==> src/gb2p_cfg.svh <==
`ifndef GB2P_CFG_SVH
`define GB2P_CFG_SVH

// Boot ROM checksum width and known values
`define GB2P_CKSUM_W 18
`define GB2P_CKSUM_MISTER 18'h2CE10
`define GB2P_CKSUM_ORIGINAL 18'h2F3EA

// Host file indices
`define GB2P_IDX_CART 6'h01
`define GB2P_IDX_CART_ALT 8'h80
`define GB2P_IDX_PALETTE 8'h03
`define GB2P_IDX_CGB_BOOT 8'h04
`define GB2P_IDX_DMG_BOOT 8'h05
`define GB2P_IDX_SGB_BOOT 8'h06

// Save file sector limits
`define GB2P_LAST_SECTOR 9'h1FF
`define GB2P_LAST_SECTOR_DUPE 9'h0FF

// Default palette and audio sample width
`define GB2P_PALETTE_RESET 128'h828214517356305A5F1A3B4900000000
`define GB2P_AUDIO_W 16

`endif

==> src/gb2p_pkg.sv <==
`default_nettype none

`include "gb2p_cfg.svh"

package gb2p_pkg;

	////////////////////////////////////////////////////////////
	// Host side
	////////////////////////////////////////////////////////////

	// One download beat from the host loader
	typedef struct packed {
		logic        download;
		logic        wr;
		logic [24:0] addr;
		logic [15:0] dout;
		logic [7:0]  index;
	} ioctl_t;

	typedef struct packed {
		logic cart;
		logic palette;
		logic cgb_boot;
		logic dmg_boot;
		logic sgb_boot;
		logic any_boot;
	} dl_kind_t;

	typedef logic [`GB2P_CKSUM_W-1:0] cksum_t;

	typedef struct packed {
		logic fastboot_avail;
		logic gba_avail;
		logic real_cgb;
	} boot_caps_t;

	// SD sector request and response
	typedef struct packed {
		logic [31:0] lba;
		logic        rd;
		logic        wr;
	} sd_req_t;

	typedef struct packed {
		logic        ack;
		logic [7:0]  buff_addr;
		logic        buff_wr;
		logic [15:0] buff_dout;
	} sd_rsp_t;

	////////////////////////////////////////////////////////////
	// Console side
	////////////////////////////////////////////////////////////

	typedef struct packed {
		logic signed [`GB2P_AUDIO_W-1:0] left;
		logic signed [`GB2P_AUDIO_W-1:0] right;
	} stereo_t;

	typedef enum logic [1:0] {
		CORE1 = 2'd0,
		CORE2 = 2'd1,
		MIXED = 2'd2,
		SPLIT = 2'd3
	} audio_mode_t;

	// Menu status bits for backup RAM
	typedef struct packed {
		logic load_req;
		logic save_req;
		logic autosave;
		logic dupe_save;
		logic rom_load_gb2;
	} save_opts_t;

	typedef struct packed {
		logic [16:0] addr;
		logic        wr1;
		logic        wr2;
	} bk_wr_t;

endpackage

`default_nettype wire

==> src/audio_select.sv <==
`timescale 1ns/1ps
`default_nettype none

`include "gb2p_cfg.svh"

module audio_select (
	input  wire                   clk_sys,
	input  wire                   reset,
	input  gb2p_pkg::audio_mode_t mode,
	input  gb2p_pkg::stereo_t     core1,
	input  gb2p_pkg::stereo_t     core2,
	output gb2p_pkg::stereo_t     mix
);

	logic signed [`GB2P_AUDIO_W-1:0] l1_half;
	logic signed [`GB2P_AUDIO_W-1:0] r1_half;
	logic signed [`GB2P_AUDIO_W-1:0] l2_half;
	logic signed [`GB2P_AUDIO_W-1:0] r2_half;
	gb2p_pkg::stereo_t               mix_next;

	// Halving first keeps every sum inside 16 bits
	assign l1_half = core1.left >>> 1;
	assign r1_half = core1.right >>> 1;
	assign l2_half = core2.left >>> 1;
	assign r2_half = core2.right >>> 1;

	always_comb begin
		case (mode)
			gb2p_pkg::CORE2: mix_next = core2;
			gb2p_pkg::MIXED: begin
				mix_next.left  = l1_half + l2_half;
				mix_next.right = r1_half + r2_half;
			end
			// Console 1 on the left, console 2 on the right
			gb2p_pkg::SPLIT: begin
				mix_next.left  = l1_half + r1_half;
				mix_next.right = l2_half + r2_half;
			end
			default: mix_next = core1;
		endcase
	end

	always_ff @(posedge clk_sys) begin
		if (reset)
			mix <= '0;
		else
			mix <= mix_next;
	end

endmodule

`default_nettype wire

==> src/backup_sequencer.sv <==
`timescale 1ns/1ps
`default_nettype none

`include "gb2p_cfg.svh"

module backup_sequencer (
	input  wire                  clk_sys,
	input  wire                  reset,
	input  gb2p_pkg::save_opts_t opts,
	input  wire                  downloading,
	input  wire                  cart_start,
	input  wire                  cart_end,
	input  wire                  osd_open,
	input  wire                  img_mounted,
	input  wire                  img_readonly,
	input  wire [63:0]           img_size,
	input  wire [1:0]            cram_wr,
	input  wire [1:0]            has_save,
	input  gb2p_pkg::sd_rsp_t    sd_rsp,
	output gb2p_pkg::sd_req_t    sd_req,
	output gb2p_pkg::bk_wr_t     bk,
	output logic                 bk_loading,
	output logic                 bk_busy,
	output logic                 sav_pending
);

	logic        bk_ena;
	logic        new_load;
	logic        sav_supported;
	logic        bk_load;
	logic        bk_save;
	logic        old_load;
	logic        old_save;
	logic        old_ack;
	logic        last_sector;
	logic [31:0] lba;
	logic        rd;
	logic        wr;

	assign sav_supported = (|has_save) && bk_ena;
	assign bk_load = opts.load_req | new_load;
	assign bk_save = opts.save_req | (sav_pending & osd_open & opts.autosave);

	// Dupe mode only holds half the image
	assign last_sector = (lba[8:0] == `GB2P_LAST_SECTOR) ||
		(opts.dupe_save && lba[8:0] == `GB2P_LAST_SECTOR_DUPE);

	////////////////////////////////////////////////////////////
	// Save enable and pending flags
	////////////////////////////////////////////////////////////

	always_ff @(posedge clk_sys) begin
		if (reset) begin
			bk_ena      <= 1'b0;
			new_load    <= 1'b0;
			sav_pending <= 1'b0;
		end else begin
			if (cart_start)
				bk_ena <= 1'b0;
			// Host mounts the save file before the cart download ends
			if (downloading && img_mounted && !img_readonly)
				bk_ena <= 1'b1;

			if (cart_end && sav_supported)
				new_load <= 1'b1;
			else if (bk_busy)
				new_load <= 1'b0;

			if ((|cram_wr) && !osd_open && sav_supported)
				sav_pending <= 1'b1;
			else if (bk_busy)
				sav_pending <= 1'b0;
		end
	end

	////////////////////////////////////////////////////////////
	// Sector stepping
	////////////////////////////////////////////////////////////

	always_ff @(posedge clk_sys) begin
		if (reset) begin
			old_load   <= 1'b0;
			old_save   <= 1'b0;
			old_ack    <= 1'b0;
			bk_busy    <= 1'b0;
			bk_loading <= 1'b0;
			lba        <= '0;
			rd         <= 1'b0;
			wr         <= 1'b0;
		end else begin
			old_load <= bk_load;
			old_save <= bk_save;
			old_ack  <= sd_rsp.ack;

			// Host took the request
			if (!old_ack && sd_rsp.ack) begin
				rd <= 1'b0;
				wr <= 1'b0;
			end

			if (!bk_busy) begin
				if (bk_ena && ((!old_load && bk_load) || (!old_save && bk_save))) begin
					bk_busy    <= 1'b1;
					bk_loading <= bk_load;
					lba        <= '0;
					rd         <= bk_load;
					wr         <= ~bk_load;
				end
				// Auto load of a fresh cart
				if (cart_end && (|img_size) && bk_ena) begin
					bk_busy    <= 1'b1;
					bk_loading <= 1'b1;
					lba        <= '0;
					rd         <= 1'b1;
					wr         <= 1'b0;
				end
			end else if (old_ack && !sd_rsp.ack) begin
				if (last_sector) begin
					bk_busy    <= 1'b0;
					bk_loading <= 1'b0;
				end else begin
					lba <= lba + 32'd1;
					rd  <= bk_loading;
					wr  <= ~bk_loading;
				end
			end
		end
	end

	assign sd_req.lba = lba;
	assign sd_req.rd  = rd;
	assign sd_req.wr  = wr;

	// Upper half of the image belongs to console 2
	assign bk.addr = {1'b0, lba[7:0], sd_rsp.buff_addr};
	assign bk.wr1  = ~lba[8] & ~(opts.rom_load_gb2 & opts.dupe_save) &
		sd_rsp.buff_wr & sd_rsp.ack;
	assign bk.wr2  = (lba[8] | opts.dupe_save) & sd_rsp.buff_wr & sd_rsp.ack;

endmodule

`default_nettype wire

==> src/bootrom_tracker.sv <==
`timescale 1ns/1ps
`default_nettype none

`include "gb2p_cfg.svh"

module bootrom_tracker (
	input  wire                  clk_sys,
	input  wire                  reset,
	input  gb2p_pkg::ioctl_t     ioctl,
	input  gb2p_pkg::dl_kind_t   kind,
	input  wire                  is_gbc,
	output gb2p_pkg::boot_caps_t caps
);

	logic             custom_cgb;
	logic             custom_dmg;
	logic             boot_q;
	gb2p_pkg::cksum_t cksum;
	logic             cksum_mister;

	always_ff @(posedge clk_sys) begin
		if (reset) begin
			custom_cgb <= 1'b0;
			custom_dmg <= 1'b0;
			boot_q     <= 1'b0;
			cksum      <= '0;
		end else begin
			boot_q <= kind.any_boot;
			if (kind.cgb_boot)
				custom_cgb <= 1'b1;
			if (kind.dmg_boot)
				custom_dmg <= 1'b1;

			// Fresh sum for every new CGB boot ROM
			if (kind.cgb_boot && !boot_q)
				cksum <= '0;
			else if (kind.cgb_boot && ioctl.wr)
				cksum <= cksum + gb2p_pkg::cksum_t'(ioctl.dout[15:8]) +
					gb2p_pkg::cksum_t'(ioctl.dout[7:0]);
		end
	end

	assign cksum_mister = (cksum == `GB2P_CKSUM_MISTER);

	////////////////////////////////////////////////////////////
	// Capabilities offered to the menu
	////////////////////////////////////////////////////////////

	assign caps.real_cgb = (cksum == `GB2P_CKSUM_ORIGINAL);

	// GBA mode needs a boot ROM known to support it
	assign caps.gba_avail = !custom_cgb || caps.real_cgb || cksum_mister;

	// SGB boot ROMs never block fast boot
	assign caps.fastboot_avail = !((is_gbc && custom_cgb && !cksum_mister) ||
		(!is_gbc && custom_dmg));

endmodule

`default_nettype wire

==> src/download_decoder.sv <==
`timescale 1ns/1ps
`default_nettype none

`include "gb2p_cfg.svh"

module download_decoder (
	input  wire               clk_sys,
	input  wire               reset,
	input  gb2p_pkg::ioctl_t  ioctl,
	output gb2p_pkg::dl_kind_t kind,
	output logic              cart_start,
	output logic              cart_end
);

	logic cart_q;

	// Index match only counts while a download runs
	always_comb begin
		kind.cart     = ioctl.download && (ioctl.index[5:0] == `GB2P_IDX_CART ||
			ioctl.index == `GB2P_IDX_CART_ALT);
		kind.palette  = ioctl.download && (ioctl.index == `GB2P_IDX_PALETTE);
		kind.cgb_boot = ioctl.download && (ioctl.index == `GB2P_IDX_CGB_BOOT);
		kind.dmg_boot = ioctl.download && (ioctl.index == `GB2P_IDX_DMG_BOOT);
		kind.sgb_boot = ioctl.download && (ioctl.index == `GB2P_IDX_SGB_BOOT);
		kind.any_boot = kind.cgb_boot | kind.dmg_boot | kind.sgb_boot;
	end

	// Edge pulses of the cart download, one cycle late
	always_ff @(posedge clk_sys) begin
		if (reset) begin
			cart_q     <= 1'b0;
			cart_start <= 1'b0;
			cart_end   <= 1'b0;
		end else begin
			cart_q     <= kind.cart;
			cart_start <= kind.cart & ~cart_q;
			cart_end   <= ~kind.cart & cart_q;
		end
	end

endmodule

`default_nettype wire

==> src/gb2p_glue_top.sv <==
`timescale 1ns/1ps
`default_nettype none

module gb2p_glue_top (
	input  wire                   clk_sys,
	input  wire                   reset,
	input  gb2p_pkg::ioctl_t      ioctl,
	input  gb2p_pkg::sd_rsp_t     sd_rsp,
	input  wire                   img_mounted,
	input  wire                   img_readonly,
	input  wire [63:0]            img_size,
	input  wire                   osd_open,
	input  wire [1:0]             cram_wr,
	input  wire [1:0]             has_save,
	input  wire                   is_gbc,
	input  gb2p_pkg::save_opts_t  opts,
	input  gb2p_pkg::audio_mode_t audio_mode,
	input  gb2p_pkg::stereo_t     audio1,
	input  gb2p_pkg::stereo_t     audio2,
	output gb2p_pkg::dl_kind_t    dl_kind,
	output gb2p_pkg::boot_caps_t  boot_caps,
	output logic [127:0]          palette,
	output gb2p_pkg::stereo_t     audio_out,
	output gb2p_pkg::sd_req_t     sd_req,
	output gb2p_pkg::bk_wr_t      bk,
	output logic                  core_reset,
	output logic                  led,
	output logic                  bk_busy
);

	logic cart_start;
	logic cart_end;
	logic bk_loading;
	logic sav_pending;

	download_decoder download_decoder_i (
		.clk_sys   (clk_sys),
		.reset     (reset),
		.ioctl     (ioctl),
		.kind      (dl_kind),
		.cart_start(cart_start),
		.cart_end  (cart_end)
	);

	bootrom_tracker bootrom_tracker_i (
		.clk_sys(clk_sys),
		.reset  (reset),
		.ioctl  (ioctl),
		.kind   (dl_kind),
		.is_gbc (is_gbc),
		.caps   (boot_caps)
	);

	palette_store palette_store_i (
		.clk_sys(clk_sys),
		.reset  (reset),
		.ioctl  (ioctl),
		.load   (dl_kind.palette),
		.palette(palette)
	);

	audio_select audio_select_i (
		.clk_sys(clk_sys),
		.reset  (reset),
		.mode   (audio_mode),
		.core1  (audio1),
		.core2  (audio2),
		.mix    (audio_out)
	);

	backup_sequencer backup_sequencer_i (
		.clk_sys     (clk_sys),
		.reset       (reset),
		.opts        (opts),
		.downloading (dl_kind.cart),
		.cart_start  (cart_start),
		.cart_end    (cart_end),
		.osd_open    (osd_open),
		.img_mounted (img_mounted),
		.img_readonly(img_readonly),
		.img_size    (img_size),
		.cram_wr     (cram_wr),
		.has_save    (has_save),
		.sd_rsp      (sd_rsp),
		.sd_req      (sd_req),
		.bk          (bk),
		.bk_loading  (bk_loading),
		.bk_busy     (bk_busy),
		.sav_pending (sav_pending)
	);

	// Consoles stay in reset while ROMs or save data load
	assign core_reset = reset | dl_kind.cart | dl_kind.any_boot | bk_loading;
	assign led        = ioctl.download | sav_pending;

endmodule

`default_nettype wire

==> src/palette_store.sv <==
`timescale 1ns/1ps
`default_nettype none

`include "gb2p_cfg.svh"

module palette_store (
	input  wire              clk_sys,
	input  wire              reset,
	input  gb2p_pkg::ioctl_t ioctl,
	input  wire              load,
	output logic [127:0]     palette
);

	// Four 24 bit colours from the top, low 32 bits unused by video
	always_ff @(posedge clk_sys) begin
		if (reset) begin
			palette <= `GB2P_PALETTE_RESET;
		end else if (load && ioctl.wr) begin
			// Host words arrive little endian
			palette <= {palette[111:0], ioctl.dout[7:0], ioctl.dout[15:8]};
		end
	end

endmodule

`default_nettype wire

==> config.mk <==
export PLATFORM = sky130hd
export DESIGN_NAME = gb2p_glue_top
export DESIGN_NICKNAME = d
export VERILOG_FILES = /design/src/gb2p_pkg.sv /design/src/audio_select.sv /design/src/backup_sequencer.sv /design/src/bootrom_tracker.sv /design/src/download_decoder.sv /design/src/gb2p_glue_top.sv /design/src/palette_store.sv
export VERILOG_INCLUDE_DIRS = /design/src
export SDC_FILE = /design/constraint.sdc
export NUM_CORES = 1
export LEC_CHECK = 0
export BUFFER_PORTS_ARGS = -buffer_cell sky130_fd_sc_hd__buf_2
export CORE_ASPECT_RATIO = 1.4
export CORE_MARGIN = 2
export CORE_UTILIZATION = 40
export CTS_CLUSTER_SIZE = 25
export DETAILED_ROUTE_END_ITERATION = 7
export GPL_ROUTABILITY_DRIVEN = 0
export PLACE_DENSITY = 0.67
export SLEW_MARGIN = 10
export SYNTH_ARGS = -nofsm -noshare
export SYNTH_HDL_FRONTEND = slang
export SYNTH_SLANG_ARGS = --single-unit
==> constraint.sdc <==
create_clock -name clk_sys -period 5.6 [get_ports clk_sys]
set_input_delay 1.12 -clock clk_sys [delete_from_list [all_inputs] [get_ports clk_sys]]
set_output_delay 1.12 -clock clk_sys [all_outputs]
set_load 0.005 [all_outputs]
==> impl_metrics.prom <==
# TYPE chip_impl_metric gauge
chip_impl_info{name="status",value="finished clean"} 1
chip_impl_info{name="hold_class",value="reg -> reg"} 1
chip_impl_metric{name="period_needed",unit="ps"} 4130
chip_impl_metric{name="transition_time_at_the_pin_with_the_least_slew_margin",unit="ps"} 1050
chip_impl_metric{name="post_synth_num_cell_types",unit=""} 73
chip_impl_metric{name="die_area",unit="sq mm"} 0.0309
chip_impl_metric{name="port_buffers",unit=""} 388
chip_impl_metric{name="placement.setup.worst_slack",unit="ps"} 1330
chip_impl_metric{name="post-route-drc-count",unit=""} 0
chip_impl_metric{name="synth-simple-area-share",unit=""} 0.261
chip_impl_info{name="worstSetupStartpointType",value="primary input"} 1
chip_impl_metric{name="fmax",unit="GHz"} 0.242
chip_impl_metric{name="clkSlewWorstSetupHoldPaths",unit="ps"} 60
chip_impl_metric{name="maximum_vdd_drop",unit="mV"} 0.171
chip_impl_metric{name="combinationalPowerShare",unit=""} 0.137
chip_impl_info{name="timing.critical_path.cells",value="buf_2, nor4b_4, nand2b_2, nor3_1, or4_1, buf_2"} 1
chip_impl_metric{name="cellInternalPower",unit="mW"} 2.76
chip_impl_metric{name="vias",unit=""} 11463
chip_impl_metric{name="worstSkewPairLatency",unit="ps"} 510
chip_impl_metric{name="clockBufferDepth",unit=""} 3
chip_impl_metric{name="ys_seq_elements",unit=""} 226
chip_impl_metric{name="finalSetupViolations",unit=""} 0
chip_impl_metric{name="drt-total-wl",unit="microns"} 36200
chip_impl_metric{name="cap_violations",unit=""} 0
chip_impl_metric{name="fin_tns_setup",unit="ps"} 0
chip_impl_info{name="timing.critical_path.max_delay_family",value="simple AND/OR/NAND/NOR gates"} 1
chip_impl_metric{name="die-width",unit="microns"} 149
chip_impl_metric{name="p_seq_frac",unit=""} 0.443
chip_impl_metric{name="muxShareOfSynthArea",unit=""} 0.0338
chip_impl_info{name="setup_repair_after_global_routing_missed_its_margin",value="no"} 1
chip_impl_metric{name="area_growth",unit="%"} 22.9
chip_impl_metric{name="clkSinkCount",unit=""} 226
chip_impl_info{name="worst_setup_path_end_kind",value="output pin"} 1
chip_impl_metric{name="synth_adder_area_share",unit=""} 0.0696
chip_impl_metric{name="cts_setup_buffers",unit=""} 0
chip_impl_metric{name="hold_ws",unit="ps"} 405
chip_impl_metric{name="cts_max_level",unit=""} 1
chip_impl_info{name="cts_tree",value="built"} 1
chip_impl_info{name="synthFlopType",value="dfxtp_1"} 1
chip_impl_metric{name="skew",unit="ps"} 12.6
chip_impl_metric{name="static-leakage-power",unit="nW"} 6.22
chip_impl_metric{name="netlist_instances",unit=""} 1433
chip_impl_metric{name="ctsResizeCount",unit=""} 0
chip_impl_metric{name="worst_slew_margin",unit=""} 0.302
chip_impl_metric{name="switching_power",unit="mW"} 0.948
chip_impl_metric{name="number_of_rows_in_the_core_area",unit=""} 74
chip_impl_metric{name="switching_share",unit=""} 0.256
chip_impl_metric{name="wl_per_cell",unit="microns"} 16.9
chip_impl_metric{name="initial_utilization",unit=""} 0.405
chip_impl_metric{name="critical_path.max_stage_delay",unit="ps"} 800
chip_impl_metric{name="final_min_period_over_clock_period",unit=""} 0.737
chip_impl_info{name="critPathSlowestCell",value="nor3_1"} 1
chip_impl_metric{name="yosys.area_share.xor_xnor",unit=""} 0.0275
chip_impl_metric{name="globalRouteOverflowTotal",unit=""} 0
chip_impl_info{name="clockRootBuffer",value="clkbuf_16"} 1
chip_impl_metric{name="nNetsFinal",unit=""} 2032
chip_impl_metric{name="final_antenna_net_count",unit=""} 0
chip_impl_metric{name="syn_area_per_cell",unit="sq um"} 8.22
chip_impl_metric{name="cp_max_fo",unit=""} 4
chip_impl_metric{name="mappedNetlistNets",unit=""} 1714
chip_impl_metric{name="fraction_of_layout_instances_using_a_drive_strength_above_1",unit=""} 0.281
chip_impl_metric{name="grt_antenna_before_repair",unit=""} 3
chip_impl_metric{name="floorplan.io_pins",unit=""} 447
chip_impl_metric{name="drtPass1Iterations",unit=""} 5
chip_impl_metric{name="place.detailed.hpwl",unit="microns"} 26600
chip_impl_metric{name="synthesis.area",unit="sq mm"} 0.0118
chip_impl_metric{name="critical_path_required",unit="ps"} 4480
chip_impl_metric{name="core_region_area",unit="sq mm"} 0.0291
chip_impl_metric{name="grt_start_max_net_pins",unit=""} 109
chip_impl_info{name="cp_common_cell",value="buf_2"} 1
chip_impl_metric{name="p_per_area",unit="mW/mm^2"} 256
chip_impl_metric{name="timing.critical_path.arrival",unit="ps"} 3010
chip_impl_metric{name="report.final.slew_viol_count",unit=""} 0
chip_impl_metric{name="fp.dieH",unit="microns"} 207
chip_impl_metric{name="grt_pass1_vias",unit=""} 10690
chip_impl_info{name="worst-setup-path-type",value="in -> out"} 1
chip_impl_metric{name="yosysWarnings",unit=""} 0
chip_impl_metric{name="grt_first_pass_wirelength",unit="microns"} 56700
chip_impl_metric{name="grt_usage",unit=""} 0.224
chip_impl_info{name="synth_top_family_by_area",value="simple AND/OR/NAND/NOR gates"} 1
chip_impl_metric{name="fraction_of_the_yosys_area_taken_by_sequential_cells",unit=""} 0.384
chip_impl_metric{name="setup_slack",unit="ps"} 1470
chip_impl_metric{name="hold_violations",unit=""} 0
chip_impl_metric{name="relative_contribution_of_the_clock_network_to_total_power",unit=""} 0.420
chip_impl_metric{name="numCtsBuffers",unit=""} 23
chip_impl_metric{name="ctsHoldBuffers",unit=""} 0
chip_impl_metric{name="final_area",unit="sq mm"} 0.0145
chip_impl_metric{name="synth-compound-area-share",unit=""} 0.169
chip_impl_metric{name="post_dr_vias_cell",unit=""} 5.34
chip_impl_metric{name="drt_first_iter_violations",unit=""} 548
chip_impl_metric{name="synth_enable_flop_cells",unit=""} 0
chip_impl_metric{name="post_dp_cell_area",unit="sq mm"} 0.0137
chip_impl_metric{name="critical_path.n_buffers_inverters",unit=""} 2
chip_impl_metric{name="share_of_flip_flops_with_an_asynchronous_set_or_reset",unit=""} 0
-- cells in the final DEF, fill, tap and decap left out, types with 10 or more instances in the layout --
master       n
o21ai_0     31
fa_1        11
nor2b_1     32
nand2b_1    10
nand3_1     23
xor2_1      21
a211oi_1    58
a21oi_1    151
nand4_1     14
mux2_2      30
buf_2      387
xnor2_1     16
a31oi_1     14
nand3b_1    46
inv_1       20
nor4_1      25
nor2_1      78
buf_4       11
clkbuf_16   23
a311oi_1    13
nand2_1    334
dfxtp_1    226
ha_1        48
nor3_1      15
-- per-stage QoR --
| stage | total power [mW] | cells | util |
|---|---|---|---|
| 2_1_floorplan | 2.00 | 1433 | - |
| 3_3_place_gp | 2.17 | 2106 | 0.472 |
| 3_5_place_dp | 2.18 | 2106 | 0.472 |
| 4_1_cts | 3.74 | 2146 | 0.498 |
| 5_1_grt | 3.88 | 2148 | 0.498 |
| 6_report | 3.71 | 2148 | 0.498 |
-- power groups by stage --
stage | Sequential, mW | Clock, mW | Combinational [mW]
detailed placement | 1.68 | 0 | 0.502
finish | 1.64 | 1.56 | 0.507
CTS | 1.64 | 1.59 | 0.506
global route | 1.65 | 1.67 | 0.561
floorplan | 1.68 | 0 | 0.317
global placement | 1.68 | 0 | 0.495
-- worst reg2reg max path, cell delays in order (launching register included) --
cell	delay, ps
dfxtp_1	430
fa_1	470
ha_1	240
fa_1	420
a21o_1	180
a21oi_1	220
o21bai_1	150
a2111oi_4	520
nor4_1	130
xnor2_1	170
nor2_1	50
-- kinds of logic after synthesis --
| family | Yosys count |
|---|---|
| simple gates | 631 |
| compound gates | 317 |
| flops | 226 |
| buf+inv | 126 |
| fa+ha+maj | 59 |
| xor+xnor | 37 |
| mux | 36 |
| other cells | 1 |
-- registers in the layout (all words and copies together), names as in the netlist, 18 cells and up --
| signal | count |
|---|---|
| backup_sequencer_i.lba | 32 |
| bootrom_tracker_i.cksum | 18 |
| audio_select_i.mix | 32 |
| palette_store_i.palette | 128 |
-- per-layer routing --
metal	share of wire	vias to the layer above	track usage	wire length, microns
li1	-	5629	-	-
met5	0	-	0	0
met1	0.41	5346	0.278	14700
met2	0.48	420	0.380	17500
met3	0.079	68	0.0518	2840
met4	0.032	0	0.0772	1140
-- cell usage after synthesis, types with 13 or more instances --
cell / instances / area, sq um
a211oi_1: 58 / 435
a21oi_1: 151 / 756
a311oi_1: 13 / 114
a31oi_1: 14 / 87.6
buf_4: 28 / 210
clkbuf_1: 58 / 218
dfxtp_1: 226 / 4520
ha_1: 48 / 601
inv_1: 20 / 75.1
mux2_2: 30 / 338
nand2_1: 335 / 1260
nand3_1: 23 / 115
nand3b_1: 46 / 345
nand4_1: 14 / 87.6
nor2_1: 78 / 293
nor2b_1: 32 / 200
nor3_1: 15 / 75.1
nor4_1: 25 / 156
o21ai_0: 32 / 160
xnor2_1: 16 / 140
xor2_1: 21 / 184
-- final timing paths --
check | start | endpoint | slack [ps] | cells after the start
setup / recovery | ioctl[5] | core_reset | 1470 | 6
hold / removal | download_decoder_i.cart_q | download_decoder_i.cart_start | 410 | 1
setup reg to reg | bootrom_tracker_i.cksum[1] | bootrom_tracker_i.cksum[15] | 2480 | 10
hold reg to reg | download_decoder_i.cart_q | download_decoder_i.cart_start | 410 | 1
-- final cells by class --
type | instances | area (sq um)
diodes | 2 | 5.00
clock buffers | 28 | 634
clock inverters | 12 | 126
fillers | 2932 | 14600
inverters | 20 | 75.1
multi-input cells | 1081 | 6620
flip-flops and latches | 226 | 4520
well taps | 380 | 475
repair buffers | 399 | 2030
Note: power is estimated with default switching activity, not from simulation.
